--- config.mk ---
export PLATFORM = sky130hd
export DESIGN_NAME = bootrom
export DESIGN_NICKNAME = d
export VERILOG_FILES = /design/src/hw/mempool_pkg.sv /design/src/hw/bootrom.sv
export VERILOG_INCLUDE_DIRS = /design/src /design/src/hw
export SDC_FILE = /design/constraint.sdc
export NUM_CORES = 1
export LEC_CHECK = 0
export ABC_AREA = 1
export BUFFER_PORTS_ARGS = -buffer_cell sky130_fd_sc_hd__buf_4
export CAP_MARGIN = 15
export CORE_AREA = 4 4 69 71
export CTS_CLUSTER_DIAMETER = 40
export DETAILED_ROUTE_END_ITERATION = 8
export DIE_AREA = 0 0 73 75
export GPL_TIMING_DRIVEN = 0
export PLACE_DENSITY = 0.64
export SETUP_SLACK_MARGIN = 0.1
export SYNTH_ARGS = -nofsm -noshare
export SYNTH_HDL_FRONTEND = slang
export SYNTH_SLANG_ARGS = --single-unit
--- constraint.sdc ---
create_clock -name clk_i -period 2.4 [get_ports clk_i]
set_input_delay 0.12 -clock clk_i [delete_from_list [all_inputs] [get_ports clk_i]]
set_output_delay 0.12 -clock clk_i [all_outputs]
set_load 0.005 [all_outputs]
--- src/hw/mempool_settings.svh ---
// Address map, sizes and register offsets of the MemPool system
// Each window base must be aligned to its size, and the L2 bank count must be a power of two
`ifndef MEMPOOL_SETTINGS_SVH
`define MEMPOOL_SETTINGS_SVH

`define MEMPOOL_ADDR_WIDTH     32
`define MEMPOOL_DATA_WIDTH     32
`define MEMPOOL_NUM_CORES      16           // One wake-up line per core

// Interleaved L2
`define MEMPOOL_NUM_L2_BANKS   4
`define MEMPOOL_L2_BANK_WORDS  256
`define MEMPOOL_L2_BASE        32'h8000_0000

`define MEMPOOL_BOOTROM_BASE   32'hA000_0000
`define MEMPOOL_BOOTROM_WORDS  16

// Control register window
`define MEMPOOL_CTRL_BASE      32'h4000_0000
`define MEMPOOL_CTRL_SIZE      32'h0000_1000
`define MEMPOOL_TCDM_BASE      32'h0000_0000 // Reported, not decoded
`define MEMPOOL_NUM_SCRATCH    8

`define MEMPOOL_REG_EOC        32'h00
`define MEMPOOL_REG_WAKE_UP    32'h04
`define MEMPOOL_REG_TCDM_START 32'h08
`define MEMPOOL_REG_NUM_CORES  32'h0C
`define MEMPOOL_REG_SCRATCH    32'h10 // First of the scratch words

// Boot code, word 0 at the bootrom base
`define MEMPOOL_BOOTROM_TABLE '{ \
  32'hf140_2573, 32'h0000_0597, 32'h0405_8593, 32'h8000_02b7, \
  32'h0002_8067, 32'h1050_0073, 32'hffdf_f06f, 32'h0000_0013, \
  32'h4000_0337, 32'h0003_2383, 32'h0013_f393, 32'hfe03_8ce3, \
  32'h0000_0013, 32'h0000_0013, 32'hdead_beef, 32'h600d_cafe  \
}

`endif

--- src/hw/mempool_pkg.sv ---
// Shared types of the MemPool system, widths taken from the settings header
// The L2 address union assumes the L2 window is aligned to its own size
`include "mempool_settings.svh"

package mempool_pkg;

  localparam int ADDR_WIDTH     = `MEMPOOL_ADDR_WIDTH;
  localparam int DATA_WIDTH     = `MEMPOOL_DATA_WIDTH;
  localparam int STRB_WIDTH     = DATA_WIDTH / 8;
  localparam int L2_SIZE        = `MEMPOOL_NUM_L2_BANKS * `MEMPOOL_L2_BANK_WORDS * STRB_WIDTH;
  localparam int L2_OFF_WIDTH   = $clog2(L2_SIZE);
  localparam int BANK_IDX_WIDTH = $clog2(`MEMPOOL_NUM_L2_BANKS);
  localparam int BANK_ROW_WIDTH = $clog2(`MEMPOOL_L2_BANK_WORDS);
  localparam int BYTE_OFF_WIDTH = $clog2(STRB_WIDTH);

  typedef logic [ADDR_WIDTH-1:0]     addr_t;
  typedef logic [DATA_WIDTH-1:0]     data_t;
  typedef logic [STRB_WIDTH-1:0]     strb_t;
  typedef logic [BANK_IDX_WIDTH-1:0] bank_idx_t;
  typedef logic [BANK_ROW_WIDTH-1:0] bank_row_t;

  typedef enum logic [1:0] {
    REGION_NONE    = 2'd0, // Unmapped, answered with an error
    REGION_CTRL    = 2'd1,
    REGION_L2      = 2'd2,
    REGION_BOOTROM = 2'd3
  } region_e;

  // Window match and offset inside the L2
  typedef struct packed {
    logic [ADDR_WIDTH-L2_OFF_WIDTH-1:0] upper;
    logic [L2_OFF_WIDTH-1:0]            offset;
  } l2_region_view_t;

  // Word interleaving, consecutive words go to consecutive banks
  typedef struct packed {
    logic [ADDR_WIDTH-L2_OFF_WIDTH-1:0] unused;
    bank_row_t                          row;
    bank_idx_t                          bank_idx;
    logic [BYTE_OFF_WIDTH-1:0]          byte_off;
  } l2_bank_view_t;

  typedef union packed {
    l2_region_view_t region_off;
    l2_bank_view_t   bank;
  } l2_addr_u;

endpackage : mempool_pkg

--- src/hw/bootrom.sv ---
// Read-only boot memory with a registered read
// The word index wraps modulo the table size
`include "mempool_settings.svh"

module bootrom (
  input  logic               clk_i,
  input  logic               req_i,
  input  mempool_pkg::addr_t addr_i,
  output mempool_pkg::data_t rdata_o
);
  import mempool_pkg::*;

  localparam int    NUM_WORDS = `MEMPOOL_BOOTROM_WORDS;
  localparam int    IDX_WIDTH = $clog2(NUM_WORDS);
  localparam data_t TABLE [NUM_WORDS] = `MEMPOOL_BOOTROM_TABLE;

  logic [IDX_WIDTH-1:0] word_idx;
  data_t                rdata_q;

  assign word_idx = addr_i[IDX_WIDTH+BYTE_OFF_WIDTH-1:BYTE_OFF_WIDTH]; // Byte offset dropped

  always_ff @(posedge clk_i) begin
    if (req_i) begin
      rdata_q <= TABLE[word_idx];
    end
  end

  assign rdata_o = rdata_q;

endmodule : bootrom

==> flow_results.org <==
** Status
- Outcome :: completed

** STA
- Setup TNS :: 0 ps
- Timing would allow up to 0.958 GHz.
- The number of hold-slack violations in the final timing report was 0.
- Min cycle time layout :: roughly 1000 ps
- Max Slew Vio Count :: 0
- In the finished design, the share of the clock period the worst path needs comes to 0.435.
- Total of endpoints with negative setup slack in the final report :: 0
- Unrepaired setup endpoints after global routing :: false
- Post-layout worst setup margin :: between 1000 and 1500 ps

** Drt
- The routed layout has between 900 and 1000 vias.
- Once detail routing completed, the nets flagged for antenna violations numbered 0.
- In the routed layout, each cell is associated on average with a via count of 4.32.
- Met3 WL post-DR :: ~210 um
- For this run, design rule violations remaining after detail routing come to 0.
- Starting DRT DRC Count :: 66
- Top sig layer :: met4
- Met1 Routed Length :: 1070 um
- Wire length per cell :: between 10 and 15 um
- Drt first pass iters :: 4
- Wire length on met2 :: 1210 um
- Final wirelength :: 2510 um

** Synthesis
- Flops & latches, synth :: 29
- Synth async-reset ratio :: 0
- The number of nets handed over by synthesis was approximately 170.
- Avg Synthesized Cell Area :: between 10 and 15 um2
- Yosys mapped the design onto 18 distinct sky130hd cell types.
- Number of synthesized flops with an enable pin :: 29
- Yosys printed 0 warnings.
- In the synthesized netlist the dominant register cell turns out to be edfxtp_1.
- Of the post-synthesis cell area, the dominant cell type holds 0.620.
- Leading area contributor after synthesis :: edfxtp_1
- Yosys attributes the largest share of cell area to edfxtp_1 (62%), nand2_1 (14%), ha_1 (6.2%).
- Dominant cell by count in the synthesized netlist :: nand2_1
- Share of synthesized area occupied by flip-flops and latches :: 0.620
- Cell area after synthesis :: roughly 1400 um2
- Number of standard cells after synthesis :: about 130
- Most used standard cells in the synthesized netlist :: nand2_1 (52), edfxtp_1 (29), nand3_1 (10), inv_1 (8), ha_1 (7)

** Layout
- In the final layout, the share of cells above drive strength 1 is 0.337.
- The register with the most flip-flops in the layout has 29 of them.
- For this run, the post-layout net count is 215.
- Growth of design area from synthesis to finish :: 29.1%
- Final instance area :: about 1800 um2
- Antenna Diode Count :: 0

** Critical path
- Of all nets on the critical path, the largest fanout is 2.
- Data on the critical path is required at its endpoint by roughly 2300 ps.
- Worst path arrival time :: around 920 ps
- Sort of element at the start of the critical path :: flop
- Worst setup path category :: reg -> out
- Endpoint kind of the worst setup timing path :: output pin

** Clock tree
- After clock tree synthesis, the clock-pin slew on the worst setup and hold paths is roughly 60 ps.
- Once the clock tree was built, the setup fixing pass inserted 0 buffers.
- The number of gates resized after CTS was 0.
- Counting along the longest clock path gives a buffer depth of 2.
- The H-tree generated during clock tree synthesis spans 2 levels.
- Clock tree from TritonCTS :: done
- TritonCTS created 5 clock buffers.
- The root buffer cell chosen for the clock tree is clkbuf_8.
- TritonCTS sink count :: 29
- Number of buffers added to fix hold violations after cts :: 0

** Place
- At the placement stage, the worst setup path has a slack of ~1100 ps.
- The congestion estimate from routability-driven global placement came to a little under 0.8.
- The count of buffers added on input and output ports is 35.
- Placed inst area :: roughly 1700 um2
- Dpl hpwl :: 1900 um

** Global route
- First-pass GRT wire length :: approximately 4100 um
- Number of global-route vias before repair :: 947
- For this run, the total global-route usage over all layers was measured as 0.0989.
- Number of antenna violations at the first check in global routing :: 0
- Sum of overflow across all layers after global routing :: 0
- Maximum number of pins on one net before global-route repair :: 30

** Pwr
- Leak :: 0.000893 uW
- In this run the power density over the cells is 644 nW/um2.
- Across the VDD grid, the largest voltage drop is ~0.19 mV.

** Floorplanning
- 66 I/O pins were placed.
- After floorplanning, the core was divided into 24 placement rows.
- The die is roughly 75 um tall.
- Starting density of the core :: 0.332
- The floorplan step defined a die boundary enclosing about 5500 um2.
- The total area inside the core boundary comes to 4230 um2.
- Die W :: around 73 um

** Worst hold path
- The min-delay analysis places its worst path in the category in -> reg.
- Instance count along the most critical hold path :: 2

** Flow run
- Maximum Capacitance Violations :: 0
==> per-stage QoR <==
step / power, uW / utilization / cells / hold WS, ps
5_1_grt: 1230 / 0.428 / 227 / 177
3_3_place_gp: 819 / 0.409 / 219 / 461
3_5_place_dp: 822 / 0.409 / 219 / 469
2_1_floorplan: 717 / - / 132 / 232
6_report: 1170 / 0.428 / 227 / 184
4_1_cts: 1190 / 0.428 / 227 / 182
==> layout by cell type (no fill, tap or decap), drive strengths merged, types with 2 or more instances in the layout <==
cell | netlist | final
clkbuf | 1 | 6
nand3 | 10 | 10
ha | 7 | 7
clkinv | 0 | 3
edfxtp | 29 | 29
buf | 7 | 42
inv | 11 | 11
nor2 | 5 | 5
nand2 | 56 | 56
or2 | 2 | 2
==> cell type report <==
| cell class | instances | area, um2 |
|---|---|---|
| multi-input combinational | 84 | 412 |
| inverter | 11 | 43.8 |
| buffer | 8 | 77.6 |
| sequential | 29 | 871 |
| clock buffer | 5 | 68.8 |
| fill | 416 | 2420 |
| tap | 52 | 65.1 |
| timing repair buffer | 35 | 263 |
| clock inverter | 3 | 12.5 |
==> worst paths after layout <==
path                        start  slack (ps)           to
worst max-delay path  rdata_o[27]        1360  rdata_o[27]
worst min-delay path    addr_i[2]         180   rdata_o[0]
==> power breakdown <==
group	internal (uW)	total [uW]	switching (uW)
Clock	194	362	168
Combinational	94.0	183	88.9
Sequential	612	624	11.8
Total	900	1170	268
==> layer usage <==
metal / GRT usage / vias up
li1: - / 507
met1: 0.112 / 438
met2: 0.164 / 34
met3: 0.0454 / 2
met4: 0.0369 / 0
met5: 0 / -
==> cells by family after synthesis <==
kind of cell | after synthesis | share of synthesized area
AO/OA/AOI/OAI | 2 | 0.00712
adder cells (fa/ha/maj) | 7 | 0.0624
buffers and inverters | 19 | 0.0865
flip-flops | 29 | 0.620
other | 1 | 0.00267
AND/OR/NAND/NOR | 74 | 0.221
==> critical path, cell delays in order (launching register included) <==
cell and delay, ps:
edfxtp_1 390, buf_4 140, buf_4 120
Power figures use the tool's default switching activity.
