<file path="src/hw/mempool_settings.svh">
// Address map, sizes and register offsets of the MemPool system
// Each window base must be aligned to its size, and the L2 bank count must be a power of two
`ifndef MEMPOOL_SETTINGS_SVH
`define MEMPOOL_SETTINGS_SVH

`define MEMPOOL_ADDR_WIDTH     32
`define MEMPOOL_DATA_WIDTH     32
`define MEMPOOL_NUM_CORES      16           // One wake-up line per core

// Interleaved L2
`define MEMPOOL_NUM_L2_BANKS   4
`define MEMPOOL_L2_BANK_WORDS  256
`define MEMPOOL_L2_BASE        32'h8000_0000

`define MEMPOOL_BOOTROM_BASE   32'hA000_0000
`define MEMPOOL_BOOTROM_WORDS  16

// Control register window
`define MEMPOOL_CTRL_BASE      32'h4000_0000
`define MEMPOOL_CTRL_SIZE      32'h0000_1000
`define MEMPOOL_TCDM_BASE      32'h0000_0000 // Reported, not decoded
`define MEMPOOL_NUM_SCRATCH    8

`define MEMPOOL_REG_EOC        32'h00
`define MEMPOOL_REG_WAKE_UP    32'h04
`define MEMPOOL_REG_TCDM_START 32'h08
`define MEMPOOL_REG_NUM_CORES  32'h0C
`define MEMPOOL_REG_SCRATCH    32'h10 // First of the scratch words

// Boot code, word 0 at the bootrom base
`define MEMPOOL_BOOTROM_TABLE '{ \
  32'hf140_2573, 32'h0000_0597, 32'h0405_8593, 32'h8000_02b7, \
  32'h0002_8067, 32'h1050_0073, 32'hffdf_f06f, 32'h0000_0013, \
  32'h4000_0337, 32'h0003_2383, 32'h0013_f393, 32'hfe03_8ce3, \
  32'h0000_0013, 32'h0000_0013, 32'hdead_beef, 32'h600d_cafe  \
}

`endif

</file>
<file path="src/hw/mempool_pkg.sv">
// Shared types of the MemPool system, widths taken from the settings header
// The L2 address union assumes the L2 window is aligned to its own size
`include "mempool_settings.svh"

package mempool_pkg;

  localparam int ADDR_WIDTH     = `MEMPOOL_ADDR_WIDTH;
  localparam int DATA_WIDTH     = `MEMPOOL_DATA_WIDTH;
  localparam int STRB_WIDTH     = DATA_WIDTH / 8;
  localparam int L2_SIZE        = `MEMPOOL_NUM_L2_BANKS * `MEMPOOL_L2_BANK_WORDS * STRB_WIDTH;
  localparam int L2_OFF_WIDTH   = $clog2(L2_SIZE);
  localparam int BANK_IDX_WIDTH = $clog2(`MEMPOOL_NUM_L2_BANKS);
  localparam int BANK_ROW_WIDTH = $clog2(`MEMPOOL_L2_BANK_WORDS);
  localparam int BYTE_OFF_WIDTH = $clog2(STRB_WIDTH);

  typedef logic [ADDR_WIDTH-1:0]     addr_t;
  typedef logic [DATA_WIDTH-1:0]     data_t;
  typedef logic [STRB_WIDTH-1:0]     strb_t;
  typedef logic [BANK_IDX_WIDTH-1:0] bank_idx_t;
  typedef logic [BANK_ROW_WIDTH-1:0] bank_row_t;

  typedef enum logic [1:0] {
    REGION_NONE    = 2'd0, // Unmapped, answered with an error
    REGION_CTRL    = 2'd1,
    REGION_L2      = 2'd2,
    REGION_BOOTROM = 2'd3
  } region_e;

  // Window match and offset inside the L2
  typedef struct packed {
    logic [ADDR_WIDTH-L2_OFF_WIDTH-1:0] upper;
    logic [L2_OFF_WIDTH-1:0]            offset;
  } l2_region_view_t;

  // Word interleaving, consecutive words go to consecutive banks
  typedef struct packed {
    logic [ADDR_WIDTH-L2_OFF_WIDTH-1:0] unused;
    bank_row_t                          row;
    bank_idx_t                          bank_idx;
    logic [BYTE_OFF_WIDTH-1:0]          byte_off;
  } l2_bank_view_t;

  typedef union packed {
    l2_region_view_t region_off;
    l2_bank_view_t   bank;
  } l2_addr_u;

endpackage : mempool_pkg

</file>
<file path="src/hw/mempool_soc_router.sv">
// Single-word request router, one request per cycle with no back-pressure
// Slaves must answer exactly one cycle after their select; unmapped and bootrom writes error
`include "mempool_settings.svh"

module mempool_soc_router (
  input  logic               clk_i,
  input  logic               rst_n_i,
  input  logic               req_valid_i,
  input  logic               req_we_i,
  input  mempool_pkg::addr_t req_addr_i,
  input  mempool_pkg::data_t req_wdata_i,
  input  mempool_pkg::strb_t req_strb_i,
  input  mempool_pkg::data_t l2_rdata_i,
  input  mempool_pkg::data_t rom_rdata_i,
  input  mempool_pkg::data_t ctrl_rdata_i,
  input  logic               ctrl_err_i,
  output logic               rsp_valid_o,
  output mempool_pkg::data_t rsp_rdata_o,
  output logic               rsp_err_o,
  output logic               l2_req_o,
  output logic               rom_req_o,
  output logic               ctrl_req_o,
  output logic               slv_we_o,
  output mempool_pkg::addr_t slv_addr_o,
  output mempool_pkg::data_t slv_wdata_o,
  output mempool_pkg::strb_t slv_strb_o
);
  import mempool_pkg::*;

  localparam addr_t L2_BASE   = `MEMPOOL_L2_BASE;
  localparam addr_t CTRL_BASE = `MEMPOOL_CTRL_BASE;
  localparam addr_t CTRL_END  = `MEMPOOL_CTRL_BASE + `MEMPOOL_CTRL_SIZE;
  localparam addr_t ROM_BASE  = `MEMPOOL_BOOTROM_BASE;
  localparam addr_t ROM_END   = `MEMPOOL_BOOTROM_BASE + `MEMPOOL_BOOTROM_WORDS * STRB_WIDTH;

  l2_addr_u req_addr;
  region_e  region_d, region_q;
  logic     wr_err_d, wr_err_q;
  logic     valid_q, we_q;

  assign req_addr = req_addr_i;

  always_comb begin
    region_d = REGION_NONE;
    if (req_addr.region_off.upper == L2_BASE[ADDR_WIDTH-1:L2_OFF_WIDTH]) begin
      region_d = REGION_L2;
    end else if (req_addr_i >= CTRL_BASE && req_addr_i < CTRL_END) begin
      region_d = REGION_CTRL;
    end else if (req_addr_i >= ROM_BASE && req_addr_i < ROM_END) begin
      region_d = REGION_BOOTROM;
    end
  end

  assign wr_err_d   = req_we_i && (region_d == REGION_BOOTROM); // ROM never sees a write
  assign l2_req_o   = req_valid_i && (region_d == REGION_L2);
  assign ctrl_req_o = req_valid_i && (region_d == REGION_CTRL);
  assign rom_req_o  = req_valid_i && (region_d == REGION_BOOTROM) && !req_we_i;

  // Request lines are shared by all slaves
  assign slv_we_o    = req_we_i;
  assign slv_addr_o  = req_addr_i;
  assign slv_wdata_o = req_wdata_i;
  assign slv_strb_o  = req_strb_i;

  // Remember who answers in the next cycle
  always_ff @(posedge clk_i) begin
    if (!rst_n_i) begin
      valid_q  <= 1'b0;
      we_q     <= 1'b0;
      wr_err_q <= 1'b0;
      region_q <= REGION_NONE;
    end else begin
      valid_q  <= req_valid_i;
      we_q     <= req_we_i;
      wr_err_q <= wr_err_d;
      region_q <= region_d;
    end
  end

  always_comb begin
    case (region_q)
      REGION_L2:      rsp_rdata_o = l2_rdata_i;
      REGION_CTRL:    rsp_rdata_o = ctrl_rdata_i;
      REGION_BOOTROM: rsp_rdata_o = rom_rdata_i;
      default:        rsp_rdata_o = '0;
    endcase
    if (!valid_q || we_q) rsp_rdata_o = '0; // Write responses carry no data
  end

  assign rsp_valid_o = valid_q;
  assign rsp_err_o   = valid_q && ((region_q == REGION_NONE) || wr_err_q ||
                                   ((region_q == REGION_CTRL) && ctrl_err_i));

endmodule : mempool_soc_router

</file>
<file path="config.mk">
export PLATFORM = sky130hd
export DESIGN_NAME = mempool_soc_router
export DESIGN_NICKNAME = d
export VERILOG_FILES = /design/src/hw/mempool_pkg.sv /design/src/hw/mempool_soc_router.sv
export VERILOG_INCLUDE_DIRS = /design/src /design/src/hw
export SDC_FILE = /design/constraint.sdc
export NUM_CORES = 1
export LEC_CHECK = 0
export BUFFER_PORTS_ARGS = -buffer_cell sky130_fd_sc_hd__buf_2
export CORE_AREA = 2 2 106 108
export DETAILED_ROUTE_END_ITERATION = 8
export DIE_AREA = 0 0 108 110
export SKIP_LAST_GASP = 1
export SLEW_MARGIN = 20
export SYNTH_ARGS = -nofsm -noshare
export SYNTH_HDL_FRONTEND = slang
export SYNTH_SLANG_ARGS = --single-unit
</file>
<file path="constraint.sdc">
create_clock -name clk_i -period 2.3 [get_ports clk_i]
set_clock_uncertainty 0.15 [all_clocks]
set_input_delay 0.69 -clock clk_i [delete_from_list [all_inputs] [get_ports clk_i]]
set_output_delay 0.69 -clock clk_i [all_outputs]
set_load 0.005 [all_outputs]
</file>
==> flow_metrics.py, run 1 <==
metrics = {
    "critical_path": {
        "path_class": "input port to primary output",
        "cp-start-kind": "input port",
        "arrival_ns": 1.59,
        "endpoint_kind": "primary output",
        "worstPathRequired_ns": 1.46,
        "cp_max_fo": 3,
    },
    "final_layout": {
        "fillers": 1155,
        "nets": 515,
        "area_delta_synth_final_pct": 47.3,
        "drive_above_1_share_pct": 87.2,
        "seqCellArea_um2": 105,
        "antennaDiodeCount": 0,
        "multiInputGateArea_um2": 1290,
        "layout_common_cells": "184 x buf_2, 32 x a22oi_2, 30 x mux2_4",
        "final_cells": 485,
        "final_common_cell": "buf_2",
    },
    "placed_design": {
        "placed_cells": 470,
        "numPortBuffers": 190,
        "place_worst_setup_slack_ns": -0.244,
        "place_congestion": 0.723,
        "place_hpwl_um": 5340,
    },
    "global_route": {
        "grt_overflow": 0,
        "grt_pass1_vias": 1949,
        "grt_use_total_pct": 10.4,
        "grt_pass1_wl_um": 9540,
        "grt_max_degree": 33,
        "antenna_found_initial": 0,
    },
    "synthesis": {
        "syn_nets": 384,
        "syn_area_um2": 1970,
        "synth_cell_types": 27,
        "synth_seq_area_share_pct": 5.07,
        "ys_ff_latch": 5,
        "yosys_warnings": 0,
        "syn_avg_cell_area_um2": 9.18,
        "synthCells": 215,
    },
    "outcome": {
        "violations": "negative setup slack",
        "status": "complete, but fails checks",
    },
    "sta": {
        "fin_crit_ns": 2.43,
        "finalHoldViolCount": 0,
        "setup-violations-final": 14,
        "slew_violations": 0,
        "finalCritPeriodShare_pct": 106,
        "rsz0062_at_grt": "true",
        "relSlewSlack_pct": 83.1,
        "tightest_slew_ns": 0.251,
        "fin_ws_ns": -0.128,
        "max_freq_ghz": 0.412,
    },
    "detailed_routing": {
        "route.detailed.drc": 0,
        "antenna_left": 0,
        "vias": 2018,
        "firstDrtPassIters": 3,
        "via_per_inst": 4.16,
        "routed_wl_um": 7040,
        "wire_per_inst_um": 14.5,
        "drtIter0Drc": 71,
    },
    "hold_path": {
        "hold_class": "input port to flip-flop",
        "whs_path_depth": 2,
    },
    "power": {
        "pwr-share-clk_pct": 33.7,
        "internal_power_w": 0.000350,
        "power_density_nw_per_um2": 167,
        "p_leak_nw": 1.32,
        "switching_share_pct": 27.8,
        "power_frac_seq_pct": 18.4,
        "combPwrFrac_pct": 47.8,
        "switchingPower_w": 0.000135,
        "ir_drop_uv": 406,
    },
    "floorplanning": {
        "die_y_um": 110,
        "num_io_pins": 275,
        "initial_utilization_pct": 18.5,
        "die_width_um": 108,
        "core_area_um2": 10700,
        "die_area_um2": 11900,
        "rows": 38,
    },
    "clock_tree": {
        "cts-root-buf": "clkbuf_8",
        "htree_levels": 1,
        "cts_sinks": 5,
        "ctsHoldBuffers": 0,
        "numCtsBuffers": 3,
        "cts_buffer_depth": 2,
        "path_clk_slew_ns": 0.04,
        "cts_tree": "yes",
    },
    "flow_run": {
        "drv_cap": 0,
    },
}
-- sequential cells by signal, indices dropped and copies added, names as in the netlist --
signal and flops:
region_q 2, rsp_valid_o 1, we_q 1, wr_err_q 1
-- cells in the mapped netlist (all sizes together) --
cell type / instances / share of area, %
nor2b: 2 / 1.0
dfxtp: 5 / 5.1
nor4: 5 / 3.2
and2: 2 / 0.63
a211oi: 2 / 0.76
a21oi: 1 / 0.25
a22oi: 32 / 20
nor3: 4 / 1.0
inv: 3 / 0.57
buf: 84 / 33
mux2: 32 / 24
o211ai: 1 / 0.63
nand2b: 1 / 0.32
nand2: 1 / 0.19
nand3: 4 / 1.3
nor2: 34 / 7.7
o21a: 1 / 0.38
nor4b: 1 / 0.76
-- repair_timing --
action / 4_1_cts / 5_1_grt
resized for setup: 21 / 11
pin swaps: 21 / 15
gates cloned: 4 / 0
endpoints found under the setup margin: 35 / 35
setup buffers: 9 / 1
-- critical path, cell delays in order --
cell     delay [ns]
buf_6          0.10
nor4_4         0.30
nand3_2        0.14
nor4_2         0.21
buf_2          0.14
-- metrics by stage --
| stage | area (µm²) | utilization (%) | TNS [ns] | power (W) | hold WS, ns |
|---|---|---|---|---|---|
| finish | 2910 | 27.2 | -0.490 | 0.000485 | 0.548 |
| global route | 2910 | 27.2 | -2.27 | 0.000514 | 0.578 |
| CTS | 2940 | 27.5 | -2.10 | 0.000486 | 0.549 |
| detailed placement | 2580 | 24.1 | -0.649 | 0.000309 | 0.763 |
| global placement | 2580 | 24.1 | -0.650 | 0.000302 | 0.757 |
| floorplan | 1970 | - | 0 | 0.000247 | 0.662 |
-- area by class of cell --
class / instances / share of cell area, %
multi-input cells: 123 / 44.3
repair buffers: 210 / 44.0
well taps: 140 / 6.02
flip-flops and latches: 5 / 3.61
clock buffers: 3 / 1.42
inverters: 3 / 0.387
clock inverters: 1 / 0.172
-- final timing paths --
path / startpoint / to / slack (ns)
max: req_addr_i[12] / rom_req_o / -0.13
min: rst_n_i / we_q / 0.55
-- power by group through the flow --
stage / clock network, W / logic, W / registers (W)
finish: 0.000164 / 0.000232 / 0.0000894
floorplan: 0 / 0.000156 / 0.0000914
global route: 0.000173 / 0.000250 / 0.0000896
detailed placement: 0 / 0.000217 / 0.0000919
global placement: 0 / 0.000210 / 0.0000920
CTS: 0.000168 / 0.000229 / 0.0000895
-- layer usage --
layer  part of all wire (%)  track usage [%]  up-vias
met2                     55             21.9      131
li1                       -                -      948
met4                    1.9             3.11        0
met1                     34             10.1      927
met5                      0                0        -
met3                    8.8             1.70       12
-- cells by family (layout without fill, tap and decap cells) --
family,Yosys count,count (layout),synth area share [%]
compound gates,37,37,21.5
buf+inv,87,217,33.5
flops,5,5,5.07
mux,32,32,23.8
simple gates,54,54,16.1
Note: power is estimated with default switching activity, not from simulation.
==> run 2: changes to the inputs <==
--- a/config.mk
+++ b/config.mk
@@ -6,7 +6,7 @@
 export SDC_FILE = /design/constraint.sdc
 export NUM_CORES = 1
 export LEC_CHECK = 0
-export BUFFER_PORTS_ARGS = -buffer_cell sky130_fd_sc_hd__buf_2
+export BUFFER_PORTS_ARGS = -buffer_cell sky130_fd_sc_hd__buf_4
 export CORE_AREA = 2 2 106 108
 export DETAILED_ROUTE_END_ITERATION = 8
 export DIE_AREA = 0 0 108 110
==> flow_metrics.py, run 2 (synthesis results as in run 1) <==
metrics = {
    "critical_path": {
        "path_cells": "buf_6, nor4_4, nand3_2, nor4_2, buf_4",
        "critical_path.slowest_cell": "nor4_2",
        "cp-start-kind": "input port",
        "crit_buf_inv": 2,
        "endpoint_kind": "primary output",
        "cp_max_fo": 4,
        "arrival_ns": 1.68,
        "critPathTopFamily": "simple AND/OR/NAND/NOR gates",
        "worstPathRequired_ns": 1.46,
        "critPathMaxStageDelay_ns": 0.29,
        "path_class": "input port to primary output",
    },
    "global_route": {
        "antenna_found_initial": 0,
        "use_met3_pct": 2.12,
        "grt_pass1_vias": 2190,
        "busiest_layer": "met2",
        "grt_pass1_wl_um": 11300,
        "use_met1_pct": 12.8,
        "grt_overflow": 0,
        "grt_use_met2_pct": 24.7,
        "grt_use_total_pct": 12.2,
        "grt_max_degree": 25,
    },
    "final_layout": {
        "multiInputGateArea_um2": 1300,
        "antennaDiodeCount": 0,
        "seqCellArea_um2": 105,
        "layout_common_cells": "190 x buf_4, 32 x mux2_4, 32 x a22oi_2",
        "top_register": "region_q",
        "nets": 529,
        "area_delta_synth_final_pct": 83.8,
        "final_common_cell": "buf_4",
        "design_area_um2": 3630,
        "drive_above_1_share_pct": 88.3,
        "final_cells": 499,
        "fillers": 1089,
        "largest_register_ff_count": 2,
    },
    "floorplanning": {
        "die_width_um": 108,
        "num_io_pins": 275,
        "die_area_um2": 11900,
        "core_area_um2": 10700,
        "die_y_um": 110,
        "rows": 38,
        "initial_utilization_pct": 18.5,
    },
    "sta": {
        "fin_crit_ns": 2.52,
        "max_freq_ghz": 0.397,
        "rsz0062_at_grt": "true",
        "setup-violations-final": 32,
        "tightest_slew_ns": 0.271,
        "slew_violations": 0,
        "relSlewSlack_pct": 81.8,
        "fin_ws_ns": -0.222,
        "finalCritPeriodShare_pct": 110,
        "finalHoldViolCount": 0,
    },
    "power": {
        "p_leak_nw": 1.56,
        "combPwrFrac_pct": 55.1,
        "pwr-share-clk_pct": 28.7,
        "switchingPower_w": 0.000127,
        "power_frac_seq_pct": 16.2,
        "ir_drop_uv": 183,
        "internal_power_w": 0.000423,
        "switching_share_pct": 23.1,
        "power_density_nw_per_um2": 152,
    },
    "placed_design": {
        "place_hpwl_um": 5670,
        "numPortBuffers": 190,
        "placed_cells": 471,
        "place_congestion": 0.716,
        "placed_area_um2": 3060,
    },
    "outcome": {
        "status": "complete, but fails checks",
        "violations": "negative setup slack",
    },
    "detailed_routing": {
        "routed_wl_um": 8060,
        "drtIter0Drc": 89,
        "antenna_left": 0,
        "wire_per_inst_um": 16.1,
        "via_per_inst": 4.15,
        "vias": 2071,
        "firstDrtPassIters": 4,
        "route.detailed.drc": 0,
    },
    "clock_tree": {
        "cts_sinks": 5,
        "path_clk_slew_ns": 0.03,
        "ctsHoldBuffers": 0,
        "cts_tree": "yes",
        "cts_buffer_depth": 2,
        "htree_levels": 1,
        "cts-root-buf": "clkbuf_8",
        "numCtsBuffers": 3,
    },
    "hold_path": {
        "hold_class": "input port to flip-flop",
    },
    "flow_run": {
        "drv_cap": 0,
    },
}
==> run 2: timing repair <==
| action | CTS | global route |
|---|---|---|
| gates cloned | 9 | 1 |
| setup buffers | 20 | 6 |
| endpoints found under the setup margin | 35 | 36 |
| gates resized for setup | 37 | 19 |
| pin swaps | 10 | 18 |
==> run 2: power by group through the flow <==
stage / Combinational, W / Sequential (W) / Clock, W
floorplan: 0.000156 / 0.0000914 / 0
global placement: 0.000286 / 0.0000920 / 0
detailed placement: 0.000292 / 0.0000918 / 0
CTS: 0.000303 / 0.0000895 / 0.000165
global route: 0.000323 / 0.0000896 / 0.000172
finish: 0.000303 / 0.0000894 / 0.000158
==> run 2: cell type report <==
cell class	count	share of cell area, %
Timing Repair Buffer	224	55.0
Clock buffer	4	1.24
Tap cell	140	4.83
Sequential cell	5	2.90
Multi-Input combinational cell	123	35.7
Inverter	3	0.310
==> run 2: per-stage QoR <==
stage	power, W	util (%)	hold slack [ns]	setup TNS, ns	worst slack [ns]
2_1_floorplan	0.000247	-	0.662	0	0.0465
3_3_place_gp	0.000378	28.6	0.752	-0.728	-0.263
3_5_place_dp	0.000384	28.6	0.761	-0.818	-0.319
4_1_cts	0.000557	34.8	0.540	-5.33	-0.279
5_1_grt	0.000584	33.9	0.558	-5.13	-0.294
6_report	0.000550	33.9	0.546	-2.78	-0.222
==> run 2: final timing paths <==
| check | to | slack (ns) | startpoint | cells past startpoint |
|---|---|---|---|---|
| setup / recovery | rom_req_o | -0.22 | req_addr_i[26] | 5 |
| hold / removal | rsp_valid_o | 0.55 | req_valid_i | 2 |
==> run 2: per-layer routing <==
metal | vias to the layer above | wire length (µm)
met5 | - | 0
met4 | 0 | 126
met3 | 12 | 679
met2 | 127 | 4430
met1 | 957 | 2820
li1 | 975 | -
