`src/hw/mempool_settings.svh`:
```
// Address map, sizes and register offsets of the MemPool system
// Each window base must be aligned to its size, and the L2 bank count must be a power of two
`ifndef MEMPOOL_SETTINGS_SVH
`define MEMPOOL_SETTINGS_SVH

`define MEMPOOL_ADDR_WIDTH     32
`define MEMPOOL_DATA_WIDTH     32
`define MEMPOOL_NUM_CORES      16           // One wake-up line per core

// Interleaved L2
`define MEMPOOL_NUM_L2_BANKS   4
`define MEMPOOL_L2_BANK_WORDS  256
`define MEMPOOL_L2_BASE        32'h8000_0000

`define MEMPOOL_BOOTROM_BASE   32'hA000_0000
`define MEMPOOL_BOOTROM_WORDS  16

// Control register window
`define MEMPOOL_CTRL_BASE      32'h4000_0000
`define MEMPOOL_CTRL_SIZE      32'h0000_1000
`define MEMPOOL_TCDM_BASE      32'h0000_0000 // Reported, not decoded
`define MEMPOOL_NUM_SCRATCH    8

`define MEMPOOL_REG_EOC        32'h00
`define MEMPOOL_REG_WAKE_UP    32'h04
`define MEMPOOL_REG_TCDM_START 32'h08
`define MEMPOOL_REG_NUM_CORES  32'h0C
`define MEMPOOL_REG_SCRATCH    32'h10 // First of the scratch words

// Boot code, word 0 at the bootrom base
`define MEMPOOL_BOOTROM_TABLE '{ \
  32'hf140_2573, 32'h0000_0597, 32'h0405_8593, 32'h8000_02b7, \
  32'h0002_8067, 32'h1050_0073, 32'hffdf_f06f, 32'h0000_0013, \
  32'h4000_0337, 32'h0003_2383, 32'h0013_f393, 32'hfe03_8ce3, \
  32'h0000_0013, 32'h0000_0013, 32'hdead_beef, 32'h600d_cafe  \
}

`endif

```
`src/hw/mempool_pkg.sv`:
```
// Shared types of the MemPool system, widths taken from the settings header
// The L2 address union assumes the L2 window is aligned to its own size
`include "mempool_settings.svh"

package mempool_pkg;

  localparam int ADDR_WIDTH     = `MEMPOOL_ADDR_WIDTH;
  localparam int DATA_WIDTH     = `MEMPOOL_DATA_WIDTH;
  localparam int STRB_WIDTH     = DATA_WIDTH / 8;
  localparam int L2_SIZE        = `MEMPOOL_NUM_L2_BANKS * `MEMPOOL_L2_BANK_WORDS * STRB_WIDTH;
  localparam int L2_OFF_WIDTH   = $clog2(L2_SIZE);
  localparam int BANK_IDX_WIDTH = $clog2(`MEMPOOL_NUM_L2_BANKS);
  localparam int BANK_ROW_WIDTH = $clog2(`MEMPOOL_L2_BANK_WORDS);
  localparam int BYTE_OFF_WIDTH = $clog2(STRB_WIDTH);

  typedef logic [ADDR_WIDTH-1:0]     addr_t;
  typedef logic [DATA_WIDTH-1:0]     data_t;
  typedef logic [STRB_WIDTH-1:0]     strb_t;
  typedef logic [BANK_IDX_WIDTH-1:0] bank_idx_t;
  typedef logic [BANK_ROW_WIDTH-1:0] bank_row_t;

  typedef enum logic [1:0] {
    REGION_NONE    = 2'd0, // Unmapped, answered with an error
    REGION_CTRL    = 2'd1,
    REGION_L2      = 2'd2,
    REGION_BOOTROM = 2'd3
  } region_e;

  // Window match and offset inside the L2
  typedef struct packed {
    logic [ADDR_WIDTH-L2_OFF_WIDTH-1:0] upper;
    logic [L2_OFF_WIDTH-1:0]            offset;
  } l2_region_view_t;

  // Word interleaving, consecutive words go to consecutive banks
  typedef struct packed {
    logic [ADDR_WIDTH-L2_OFF_WIDTH-1:0] unused;
    bank_row_t                          row;
    bank_idx_t                          bank_idx;
    logic [BYTE_OFF_WIDTH-1:0]          byte_off;
  } l2_bank_view_t;

  typedef union packed {
    l2_region_view_t region_off;
    l2_bank_view_t   bank;
  } l2_addr_u;

endpackage : mempool_pkg

```
`src/hw/ctrl_registers.sv`:
```
// Control registers: EOC, wake-up, TCDM start, core count and scratch words
// Byte enables are ignored and the low two address bits are not decoded
`include "mempool_settings.svh"

module ctrl_registers (
  input  logic                          clk_i,
  input  logic                          rst_n_i,
  input  logic                          req_i,
  input  logic                          we_i,
  input  mempool_pkg::addr_t            addr_i,
  input  mempool_pkg::data_t            wdata_i,
  output mempool_pkg::data_t            rdata_o,
  output logic                          err_o,
  output logic                          eoc_valid_o,
  output logic [`MEMPOOL_NUM_CORES-1:0] wake_up_o
);
  import mempool_pkg::*;

  localparam int NUM_CORES = `MEMPOOL_NUM_CORES;
  localparam int CORE_W    = $clog2(NUM_CORES);
  localparam int OFF_W     = $clog2(`MEMPOOL_CTRL_SIZE) - BYTE_OFF_WIDTH; // Word offset bits
  localparam int SCR_W     = $clog2(`MEMPOOL_NUM_SCRATCH);

  localparam logic [OFF_W-1:0] EOC_W   = OFF_W'(`MEMPOOL_REG_EOC >> BYTE_OFF_WIDTH);
  localparam logic [OFF_W-1:0] WAKE_W  = OFF_W'(`MEMPOOL_REG_WAKE_UP >> BYTE_OFF_WIDTH);
  localparam logic [OFF_W-1:0] TCDM_W  = OFF_W'(`MEMPOOL_REG_TCDM_START >> BYTE_OFF_WIDTH);
  localparam logic [OFF_W-1:0] CORES_W = OFF_W'(`MEMPOOL_REG_NUM_CORES >> BYTE_OFF_WIDTH);
  localparam logic [OFF_W-1:0] SCR_W0  = OFF_W'(`MEMPOOL_REG_SCRATCH >> BYTE_OFF_WIDTH);

  logic [OFF_W-1:0]     word_off, scr_off;
  logic [SCR_W-1:0]     scr_idx;
  logic                 is_scratch, bad_off, ro_reg, err_d;
  data_t                rdata_d, rdata_q;
  data_t                eoc_q;
  data_t                scratch_q [`MEMPOOL_NUM_SCRATCH];
  logic [NUM_CORES-1:0] wake_up_d, wake_up_q;
  logic                 err_q;

  assign word_off   = addr_i[OFF_W+BYTE_OFF_WIDTH-1:BYTE_OFF_WIDTH];
  assign scr_off    = word_off - SCR_W0;
  assign scr_idx    = scr_off[SCR_W-1:0];
  assign is_scratch = (word_off >= SCR_W0) && (scr_off < OFF_W'(`MEMPOOL_NUM_SCRATCH));

  // Read mux and offset check
  always_comb begin
    rdata_d = '0;
    bad_off = 1'b0;
    ro_reg  = 1'b0;
    if (is_scratch) begin
      rdata_d = scratch_q[scr_idx];
    end else begin
      case (word_off)
        EOC_W:   rdata_d = eoc_q;
        WAKE_W:  rdata_d = '0; // Write-only
        TCDM_W: begin
          rdata_d = `MEMPOOL_TCDM_BASE;
          ro_reg  = 1'b1;
        end
        CORES_W: begin
          rdata_d = data_t'(NUM_CORES);
          ro_reg  = 1'b1;
        end
        default: bad_off = 1'b1;
      endcase
    end
  end

  assign err_d = bad_off || (we_i && ro_reg);

  // Core index wakes one core, all-ones wakes every core
  always_comb begin
    wake_up_d = '0;
    if (req_i && we_i && !is_scratch && word_off == WAKE_W) begin
      if (wdata_i == '1) begin
        wake_up_d = '1;
      end else if (wdata_i < data_t'(NUM_CORES)) begin
        wake_up_d[wdata_i[CORE_W-1:0]] = 1'b1;
      end
    end
  end

  always_ff @(posedge clk_i) begin
    if (!rst_n_i) begin
      eoc_q     <= '0;
      wake_up_q <= '0;
      err_q     <= 1'b0;
    end else begin
      wake_up_q <= wake_up_d; // Held for one cycle only
      err_q     <= req_i && err_d;
      if (req_i && we_i && !is_scratch && word_off == EOC_W) begin
        eoc_q <= wdata_i;
      end
    end
  end

  always_ff @(posedge clk_i) begin
    if (req_i) begin
      rdata_q <= rdata_d;
    end
    if (req_i && we_i && is_scratch) begin
      scratch_q[scr_idx] <= wdata_i;
    end
  end

  assign rdata_o     = rdata_q;
  assign err_o       = err_q;
  assign eoc_valid_o = eoc_q[0];
  assign wake_up_o   = wake_up_q;

endmodule : ctrl_registers

```
`config.mk`:
```
export PLATFORM = sky130hd
export DESIGN_NAME = ctrl_registers
export DESIGN_NICKNAME = d
export VERILOG_FILES = /design/src/hw/mempool_pkg.sv /design/src/hw/ctrl_registers.sv
export VERILOG_INCLUDE_DIRS = /design/src /design/src/hw
export SDC_FILE = /design/constraint.sdc
export NUM_CORES = 1
export LEC_CHECK = 0
export BUFFER_PORTS_ARGS = -buffer_cell sky130_fd_sc_hd__clkbuf_2
export CORE_MARGIN = 2
export CORE_UTILIZATION = 50
export DETAILED_ROUTE_END_ITERATION = 16
export PLACE_DENSITY = 0.69
export SETUP_SLACK_MARGIN = 0.05
export SYNTH_ARGS = -nofsm -noshare
export SYNTH_HDL_FRONTEND = slang
export SYNTH_SLANG_ARGS = --single-unit
```
`constraint.sdc`:
```
create_clock -name clk_i -period 8.2 [get_ports clk_i]
set_input_delay 0.41 -clock clk_i [delete_from_list [all_inputs] [get_ports clk_i]]
set_output_delay 0.41 -clock clk_i [all_outputs]
set_load 0.02 [all_outputs]
```
==> results of run 1 <==
-- power groups by stage --
stage	Clock (mW)	Combinational (mW)	Sequential, mW
finish	1.53	0.143	1.86
global route	1.63	0.156	1.86
CTS	1.56	0.145	1.86
detailed placement	0	0.145	1.90
global placement	0	0.139	1.90
floorplan	0	0.0747	1.91
-- path summary, 6_finish.rpt --
kind | startpoint | to | slack [ps] | cells past startpoint
worst min-delay path | wdata_i[22] | scratch_q[4][22] | 250 | 1
worst max-delay path | addr_i[4] | scratch_q[4][0] | 4530 | 8
worst min register to register | eoc_q[19] | eoc_q[19] | 460 | 2
worst max register to register | scratch_q[3][29] | rdata_o[29] | 6680 | 3
-- layout by cell type, fill, tap and decap left out, types with 17 or more instances in the layout --
cell type  Yosys  layout
nand2_1       80      80
or4_1         17      17
clkbuf_2       0      94
edfxtp_1     288     288
o2bb2ai_1     31      31
clkbuf_16      0      37
dfxtp_1       49      49
mux2i_1       65      65
mux4_2        64      64
-- state kept, by name, summed over array words and instances (netlist names) --
register	flops
scratch_q	256
eoc_q	32
rdata_o	32
wake_up_o	16
err_o	1
-- layer usage --
layer / share of wire [%] / vias to the layer above
li1: - / 3083
met1: 41 / 3587
met2: 50 / 328
met3: 8.0 / 43
met4: 1.5 / 0
met5: 0 / -
-- cells in the mapped netlist (2+ instances only) --
master       n
edfxtp_1   288
nand2_1     80
mux2i_1     65
mux4_2      64
dfxtp_1     49
o2bb2ai_1   31
clkbuf_1    24
or4_1       17
a21oi_1     16
buf_2       12
nor4_1      10
nand4_1      9
nand3_1      8
nor3b_1      6
buf_1        5
nor2b_1      4
buf_4        3
nor2_1       3
nor3_1       3
ha_1         2
-- cell type report --
cell class | count | area (um2)
clock inverter | 10 | 82.6
inverter | 2 | 7.51
sequential | 337 | 9630
tap | 335 | 419
multi-input combinational | 331 | 3310
fill | 1911 | 10800
clock buffer | 54 | 1050
timing repair buffer | 110 | 591
-- worst reg2reg max path, cell delays in order (launching register included) --
cell and delay, ps:
edfxtp_1 390, mux4_2 480, mux2i_1 260, o2bb2ai_1 100
-- metrics by stage --
step	util [%]	total power [mW]	instances	hold WS, ps
global route	58.3	3.65	1179	254
floorplan	-	1.98	714	438
global placement	53.9	2.04	1115	444
detailed placement	53.9	2.04	1115	456
finish	58.3	3.54	1179	245
CTS	58.3	3.57	1179	220
-- cells by family (layout without fill, tap and decap cells) --
logic type | Yosys count | after routing | synth area share, %
and+or+nand+nor | 149 | 149 | 5.89
adders and majority gates | 2 | 2 | 0.191
buffers and inverters | 46 | 176 | 1.52
AOI/OAI and AO/OA | 51 | 51 | 2.91
DFF | 337 | 337 | 73.5
muxes | 129 | 129 | 16.0
==> results.py, run 1 <==
metrics = {
    "status": {
        "status": "complete, no violations",
    },
    "sta": {
        "fin_tns_setup_ps": 0,
        "fmax_mhz": 273,
        "worst_pin_slew_ps": 1210,
        "slew_headroom_pct": 19.6,
        "skew_ps": 10.6,
        "fin_crit_sh_pct": 44.7,
        "setup_ws_ps": 4530,
        "slew_viol_final": 0,
        "rsz0062_at_grt": "no",
        "layout_min_cycle_time_ps": 3670,
        "setup_viol": 0,
        "finalHoldViolations": 0,
    },
    "die": {
        "initial_core_util_pct": 50.6,
        "die_y_um": 166,
        "die_area_um2": 27500,
        "ios": 118,
        "rows": 59,
        "fp.dieW_um": 166,
        "core_area_um2": 25900,
    },
    "clock_tree": {
        "cts_resized": 0,
        "clkTransAtPathRegs_ps": 60,
        "root_buffer": "clkbuf_16",
        "clockBufferDepth": 3,
        "cts_buffers": 36,
        "clk_latency_ps": 500,
        "hold_buffers": 0,
        "postCtsSetupBuffers": 0,
        "htreeDepth": 2,
        "cts.sinks": 337,
        "tritoncts": "yes",
    },
    "grt": {
        "grt_overflow_total": 0,
        "grt_pass1_wl_um": 43600,
        "grt_pass1_vias": 7256,
        "top_usage_layer": "met2",
        "antenna_found_initial": 0,
        "grt_max_degree": 67,
        "grtUsageMet2_pct": 35.2,
        "grt_usage_pct": 20.9,
        "use_met1_pct": 28.4,
        "grtUsageMet3_pct": 4.34,
    },
    "synth": {
        "synth_top_cell_area_share_pct": 66.0,
        "synth_area_per_cell_um2": 18.3,
        "async_reset_ff_share_pct": 0,
        "synth_nets": 784,
        "synth.ff_latch_count": 337,
        "syn_inst": 714,
        "ys_warn_count": 0,
        "synth_top_area_cell": "edfxtp_1",
        "synth.distinct_cells": 35,
        "ys_top_cells_by_area": "edfxtp_1 66%, mux4_2 11%, dfxtp_1 7.5%",
        "ys_seq_area_share_pct": 73.5,
        "synth-edff-count": 288,
        "synthFlopType": "edfxtp_1",
        "syn_area_um2": 13100,
    },
    "pwr": {
        "clockPowerShare_pct": 43.3,
        "peakVddDrop_mv": 0.144,
        "power_frac_comb_pct": 4.1,
        "seq_power_share_pct": 52.6,
        "switching_share_pct": 20.0,
        "p_int_mw": 2.83,
        "p_switching_mw": 0.708,
        "p_leak_nw": 5.25,
        "power_density_nw_per_um2": 235,
    },
    "routing": {
        "vias_per_cell": 5.97,
        "wl_um": 28500,
        "vias": 7041,
        "detail-route-antenna-nets": 0,
        "drc": 0,
        "drt-initial-drc-count": 658,
        "avgRoutedWirePerCell_um": 24.1,
        "drt-pass1-iter-count": 5,
    },
    "setup_path": {
        "crit_family": "simple AND/OR/NAND/NOR gates",
        "cp-end-kind": "flip-flop",
        "cp_slowest_cell": "nor3b_2",
        "critPathArrivalTime_ps": 3820,
        "worstPathRequired_ps": 8350,
        "cp.buffers_inverters": 3,
        "cp-start-kind": "input pin",
        "critPathMaxFanout": 41,
        "path_class": "in2reg",
        "crit_chain": "clkbuf_2 > inv_2 > ha_1 > nor3b_1 > a31oi_1 > or2_2 > nor3b_2 > buf_4",
        "cpPeakStageDelay_ps": 1090,
    },
    "cells_and_area": {
        "drive_gt1_share_pct": 28.6,
        "synthToLayoutAreaGrowth_pct": 15.2,
        "nNetsFinal": 888,
        "diodes": 0,
        "post-route-cell-area_um2": 15100,
    },
    "min_path": {
        "hp-class": "in2reg",
    },
    "placement": {
        "place_congestion": 0.803,
        "portBuffers": 95,
        "dp_hpwl_um": 15400,
        "placed_area_um2": 14000,
        "pre_cts_ws_ps": 4020,
    },
    "flow_run": {
        "cap_violations": 0,
    },
}
(Power assumes the default switching activity.)
==> run 2: changes to the inputs <==
Settings changed: PLACE_DENSITY 0.69 to 0.72.
Clock period 8.2 ns to 3.25 ns, I/O delays scaled along.
==> run 2 against run 1 <==
  * Via count decreased by 1.2%
  * First-iteration DRC count decreased by 9.7%
  * Final cell count increased by 1.5%
  * Critical path depth unchanged
  * Clock skew decreased by 3.4 ps
  * Non-clock buffer count increased by 19
  * Critical endpoint is now scratch_q[1][7]
==> results.py, run 2 (same netlist as run 1, synthesis figures left out) <==
metrics = {
    "status": {
        "status": "complete, no violations",
    },
    "routing": {
        "drt-initial-drc-count": 594,
        "detail-route-antenna-nets": 0,
        "vias": 6959,
        "vias_per_cell": 5.81,
        "top_layer": "met4",
        "drc": 0,
        "routed-wl-met2_um": 13300,
        "wl_um": 26900,
        "avgRoutedWirePerCell_um": 22.5,
        "drt-pass1-iter-count": 5,
        "routed-wl-met3_um": 1670,
        "met1_length_um": 11500,
    },
    "setup_path": {
        "path_class": "in2reg",
        "cp-start-kind": "input pin",
        "worstPathRequired_ps": 3380,
        "cp-end-kind": "flip-flop",
        "reg2reg_depth": 3,
        "critPathMaxFanout": 32,
        "critPathArrivalTime_ps": 2260,
    },
    "cells_and_area": {
        "post-route-cell-area_um2": 15300,
        "layout_commonest_cell": "edfxtp_1",
        "drive_gt1_share_pct": 29.4,
        "diodes": 0,
        "largest_reg_flops": 256,
        "fin_util_pct": 59.1,
        "top_register": "scratch_q",
        "synthToLayoutAreaGrowth_pct": 17.0,
        "nNetsFinal": 906,
        "final_cell_mix": "288 x edfxtp_1, 93 x clkbuf_2, 80 x nand2_1",
        "fillCellCount": 1845,
    },
    "clock_tree": {
        "clockBufferDepth": 3,
        "clkTransAtPathRegs_ps": 60,
        "cts_resized": 0,
        "cts_buffers": 35,
        "root_buffer": "clkbuf_16",
        "tritoncts": "yes",
        "cts.sinks": 337,
        "clk_latency_ps": 500,
        "htreeDepth": 2,
    },
    "sta": {
        "rsz0062_at_grt": "no",
        "layout_min_cycle_time_ps": 2130,
        "fin_tns_setup_ps": 0,
        "slew_headroom_pct": 36.6,
        "finalHoldViolations": 0,
        "fmax_mhz": 469,
        "setup_ws_ps": 1120,
        "fin_crit_sh_pct": 65.6,
        "slew_viol_final": 0,
        "setup_viol": 0,
        "skew_ps": 7.20,
        "worst_pin_slew_ps": 951,
    },
    "grt": {
        "grt_usage_pct": 19.8,
        "grt_overflow_total": 0,
        "grt_pass1_vias": 7068,
        "antenna_found_initial": 0,
        "grt_pass1_wl_um": 42000,
        "grt_max_degree": 37,
    },
    "pwr": {
        "power_density_nw_per_um2": 587,
        "peakVddDrop_mv": 0.380,
        "power_mw": 8.99,
        "p_leak_nw": 5.42,
    },
    "die": {
        "die_y_um": 166,
        "rows": 59,
        "die_area_um2": 27500,
        "core_area_um2": 25900,
        "fp.dieW_um": 166,
        "ios": 118,
        "initial_core_util_pct": 50.6,
    },
    "placement": {
        "pre_cts_ws_ps": 612,
        "dp_hpwl_um": 16500,
        "place_congestion": 0.798,
        "portBuffers": 95,
        "placed_area_um2": 14200,
    },
    "min_path": {
        "hold-path-cell-count": 1,
        "hp-class": "in2reg",
    },
    "flow_run": {
        "cap_violations": 0,
    },
}
## run 2: cell types whose count changed in the layout (fill, tap and decap cells not counted), sizes merged
cell	previous run	this run
inv	3	2
buf	16	33
clkinv	6	8
bufinv	1	3
clkbuf	148	143
dlygate4sd3	0	3
## run 2: layout make-up
type                       instances  area [um2]  share of cell area, %
clock buffer                      50        1000                   6.56
multi-input combinational        331        3370                   22.0
sequential                       337        9630                   62.8
tap                              335         419                   2.73
inverter                           2        7.51                 0.0490
timing repair buffer             129         753                   4.91
clock inverter                    13         139                  0.906
## run 2: per-stage QoR
| step | instances | hold slack, ps |
|---|---|---|
| after floorplan | 714 | 261 |
| after global placement | 1131 | 444 |
| after detailed placement | 1131 | 451 |
| after CTS | 1197 | 4.18 |
| after global routing | 1197 | 20.7 |
| final | 1197 | 7.02 |
## run 2: worst paths after layout
check,endpoint,slack [ps],from
min reg2reg,eoc_q[22],460,eoc_q[22]
min,scratch_q[1][4],7,wdata_i[4]
max reg2reg,rdata_o[29],1830,scratch_q[0][29]
max,scratch_q[1][7],1120,addr_i[4]
## run 2: timing repair
action | CTS | global route
hold endpoints to repair | 24 | 0
hold buffers | 3 | 0
buffers inserted | 0 | 0
## run 2: per-layer routing
layer	global-route usage [%]	vias to the layer above
met5	0	-
met4	4.46	0
met3	3.50	38
met2	32.9	240
met1	27.6	3550
li1	-	3131
## run 2: worst max-delay path, cell delays in order
cell and delay (ps):
clkbuf_2 160, inv_2 60, ha_1 280, nor3b_2 210
a31oi_1 160, or2_2 510, nor3b_4 220, buf_4 480
## run 2: where the power goes
group	internal [mW]	switching (mW)	leakage [nW]
registers	4.70	0.00386	3.04
logic	0.142	0.234	1.83
clock network	2.39	1.53	0.552
==> run 3: changes to the inputs <==
Clock period 3.25 ns to 1.8 ns, I/O delays scaled along.
==> run 3 against run 2 <==
  * The run now ends with negative hold slack left
  * Die area unchanged
  * First-iteration DRC count fell by 7.1%
  * Count of clock-buffer cells in the layout decreased by 3
  * Clock skew up 0.79 ps
  * Highest routed layer unchanged
==> results.py, run 3 (same netlist as run 1, synthesis figures left out) <==
metrics = {
    "sta": {
        "hold_slack_ps": -4.18,
        "skew_ps": 7.99,
        "fmax_mhz": 589,
        "layout_min_cycle_time_ps": 1700,
        "slew_headroom_pct": 61.5,
        "setup_ws_ps": 101,
        "worst_pin_slew_ps": 578,
        "setup_viol": 0,
        "fin_crit_sh_pct": 94.4,
        "finalHoldViolations": 8,
        "slew_viol_final": 0,
    },
    "cells_and_area": {
        "final_cell_mix": "288 x edfxtp_1, 93 x clkbuf_2, 80 x nand2_1",
        "drive_gt1_share_pct": 33.4,
        "nNetsFinal": 984,
        "largest_reg_flops": 256,
        "fillCellCount": 1814,
        "diodes": 0,
        "layout_commonest_cell": "edfxtp_1",
        "top_register": "scratch_q",
        "synthToLayoutAreaGrowth_pct": 23.8,
    },
    "setup_path": {
        "cp_slowest_cell": "or2_4",
        "cp-start-kind": "input pin",
        "cp-end-kind": "flip-flop",
        "worstPathRequired_ps": 1990,
        "rrSetupSlack_ps": 220,
        "critPathMaxFanout": 30,
        "crit_chain": "clkbuf_2 > inv_8 > ha_4 > nor3b_2 > a31oi_1 > or2_4 > nor3b_4 > buf_12",
        "critPathArrivalTime_ps": 1890,
        "path_class": "in2reg",
        "cpPeakStageDelay_ps": 390,
    },
    "routing": {
        "detail-route-antenna-nets": 0,
        "vias": 7426,
        "drt-initial-drc-count": 552,
        "vias_per_cell": 5.82,
        "drt-pass1-iter-count": 5,
        "wl_um": 30000,
        "avgRoutedWirePerCell_um": 23.5,
        "drc": 0,
    },
    "grt": {
        "grt_usage_pct": 21.9,
        "grt_max_degree": 35,
        "antenna_found_initial": 0,
        "grt_overflow_total": 0,
        "grt_pass1_wl_um": 45700,
        "grt_pass1_vias": 7768,
    },
    "die": {
        "die_y_um": 166,
        "die_area_um2": 27500,
        "rows": 59,
        "initial_core_util_pct": 50.6,
        "fp.dieW_um": 166,
        "ios": 118,
        "core_area_um2": 25900,
    },
    "clock_tree": {
        "cts.sinks": 337,
        "clk_latency_ps": 500,
        "clkTransAtPathRegs_ps": 60,
        "root_buffer": "clkbuf_16",
        "cts_buffers": 35,
        "tritoncts": "yes",
        "htreeDepth": 2,
        "clockBufferDepth": 3,
    },
    "status": {
        "violations": "negative hold slack",
        "status": "complete, but fails checks",
    },
    "placement": {
        "portBuffers": 95,
        "dp_hpwl_um": 18900,
        "place_congestion": 0.821,
        "pre_cts_ws_ps": -384,
    },
    "flow_run": {
        "cap_violations": 0,
    },
    "pwr": {
        "peakVddDrop_mv": 0.806,
        "power_mw": 16.5,
        "power_density_nw_per_um2": 1020,
        "p_leak_nw": 5.85,
    },
    "min_path": {
        "hp-class": "in2reg",
    },
}
-- run 3: cell count changes in the layout (fill, tap and decap cells not counted), sizes merged --
cell         before  now
buf              33   90
bufinv            3    4
clkbuf          143  140
clkinv            8   11
clkinvlp          2    1
dlygate4sd3       3   24
-- run 3: layout make-up --
| class | instances | area, um2 | share of cell area, % |
|---|---|---|---|
| Tap cell | 335 | 419 | 2.58 |
| Inverter | 2 | 15.0 | 0.0926 |
| Clock inverter | 16 | 178 | 1.10 |
| Timing Repair Buffer | 207 | 1610 | 9.90 |
| Sequential cell | 337 | 9630 | 59.4 |
| Clock buffer | 47 | 963 | 5.94 |
| Multi-Input combinational cell | 331 | 3410 | 21.0 |
-- run 3: final timing paths --
check | depth (start not counted) | startpoint | to
worst max register to register | 3 | scratch_q[6][7] | rdata_o[7]
worst min register to register | 2 | eoc_q[14] | eoc_q[14]
worst min-delay path | 2 | wdata_i[28] | scratch_q[2][28]
worst max-delay path | 8 | addr_i[4] | scratch_q[4][20]
-- run 3: what timing repair did --
| item | CTS | global route |
|---|---|---|
| gates resized for setup | 0 | 6 |
| buffers inserted | 0 | 1 |
| endpoints found under the setup margin | 0 | 16 |
| hold buffers | 24 | 0 |
| endpoints found under the hold margin | 183 | 0 |
-- run 3: stage by stage --
stage	instance area [um2]	utilization, %	setup TNS [ps]	instances
global route	16200	62.6	-8.24	1275
floorplan	13300	-	-256600	714
global placement	14800	57.1	-82470	1186
CTS	16200	62.5	0	1273
finish	16200	62.6	0	1275
detailed placement	14800	57.1	-96630	1186
-- run 3: critical path, delay by kind of cell --
kind | cells | cell delay [ps]
compound gates | 1 | 140
buf+inv | 3 | 510
simple gates | 3 | 880
fa+ha+maj | 1 | 250
-- run 3: per-layer routing --
layer	up-vias	GRT usage, %	part of all wire [%]
li1	3292	-	-
met1	3786	30.0	41
met2	295	36.1	49
met3	53	4.46	7.3
met4	0	6.20	2.3
met5	-	0	0
-- run 3: report_power, final --
part,total (mW),internal (mW),switching (mW)
clock,7.17,4.33,2.83
sequential,8.49,8.48,0.00802
combinational,0.862,0.376,0.486
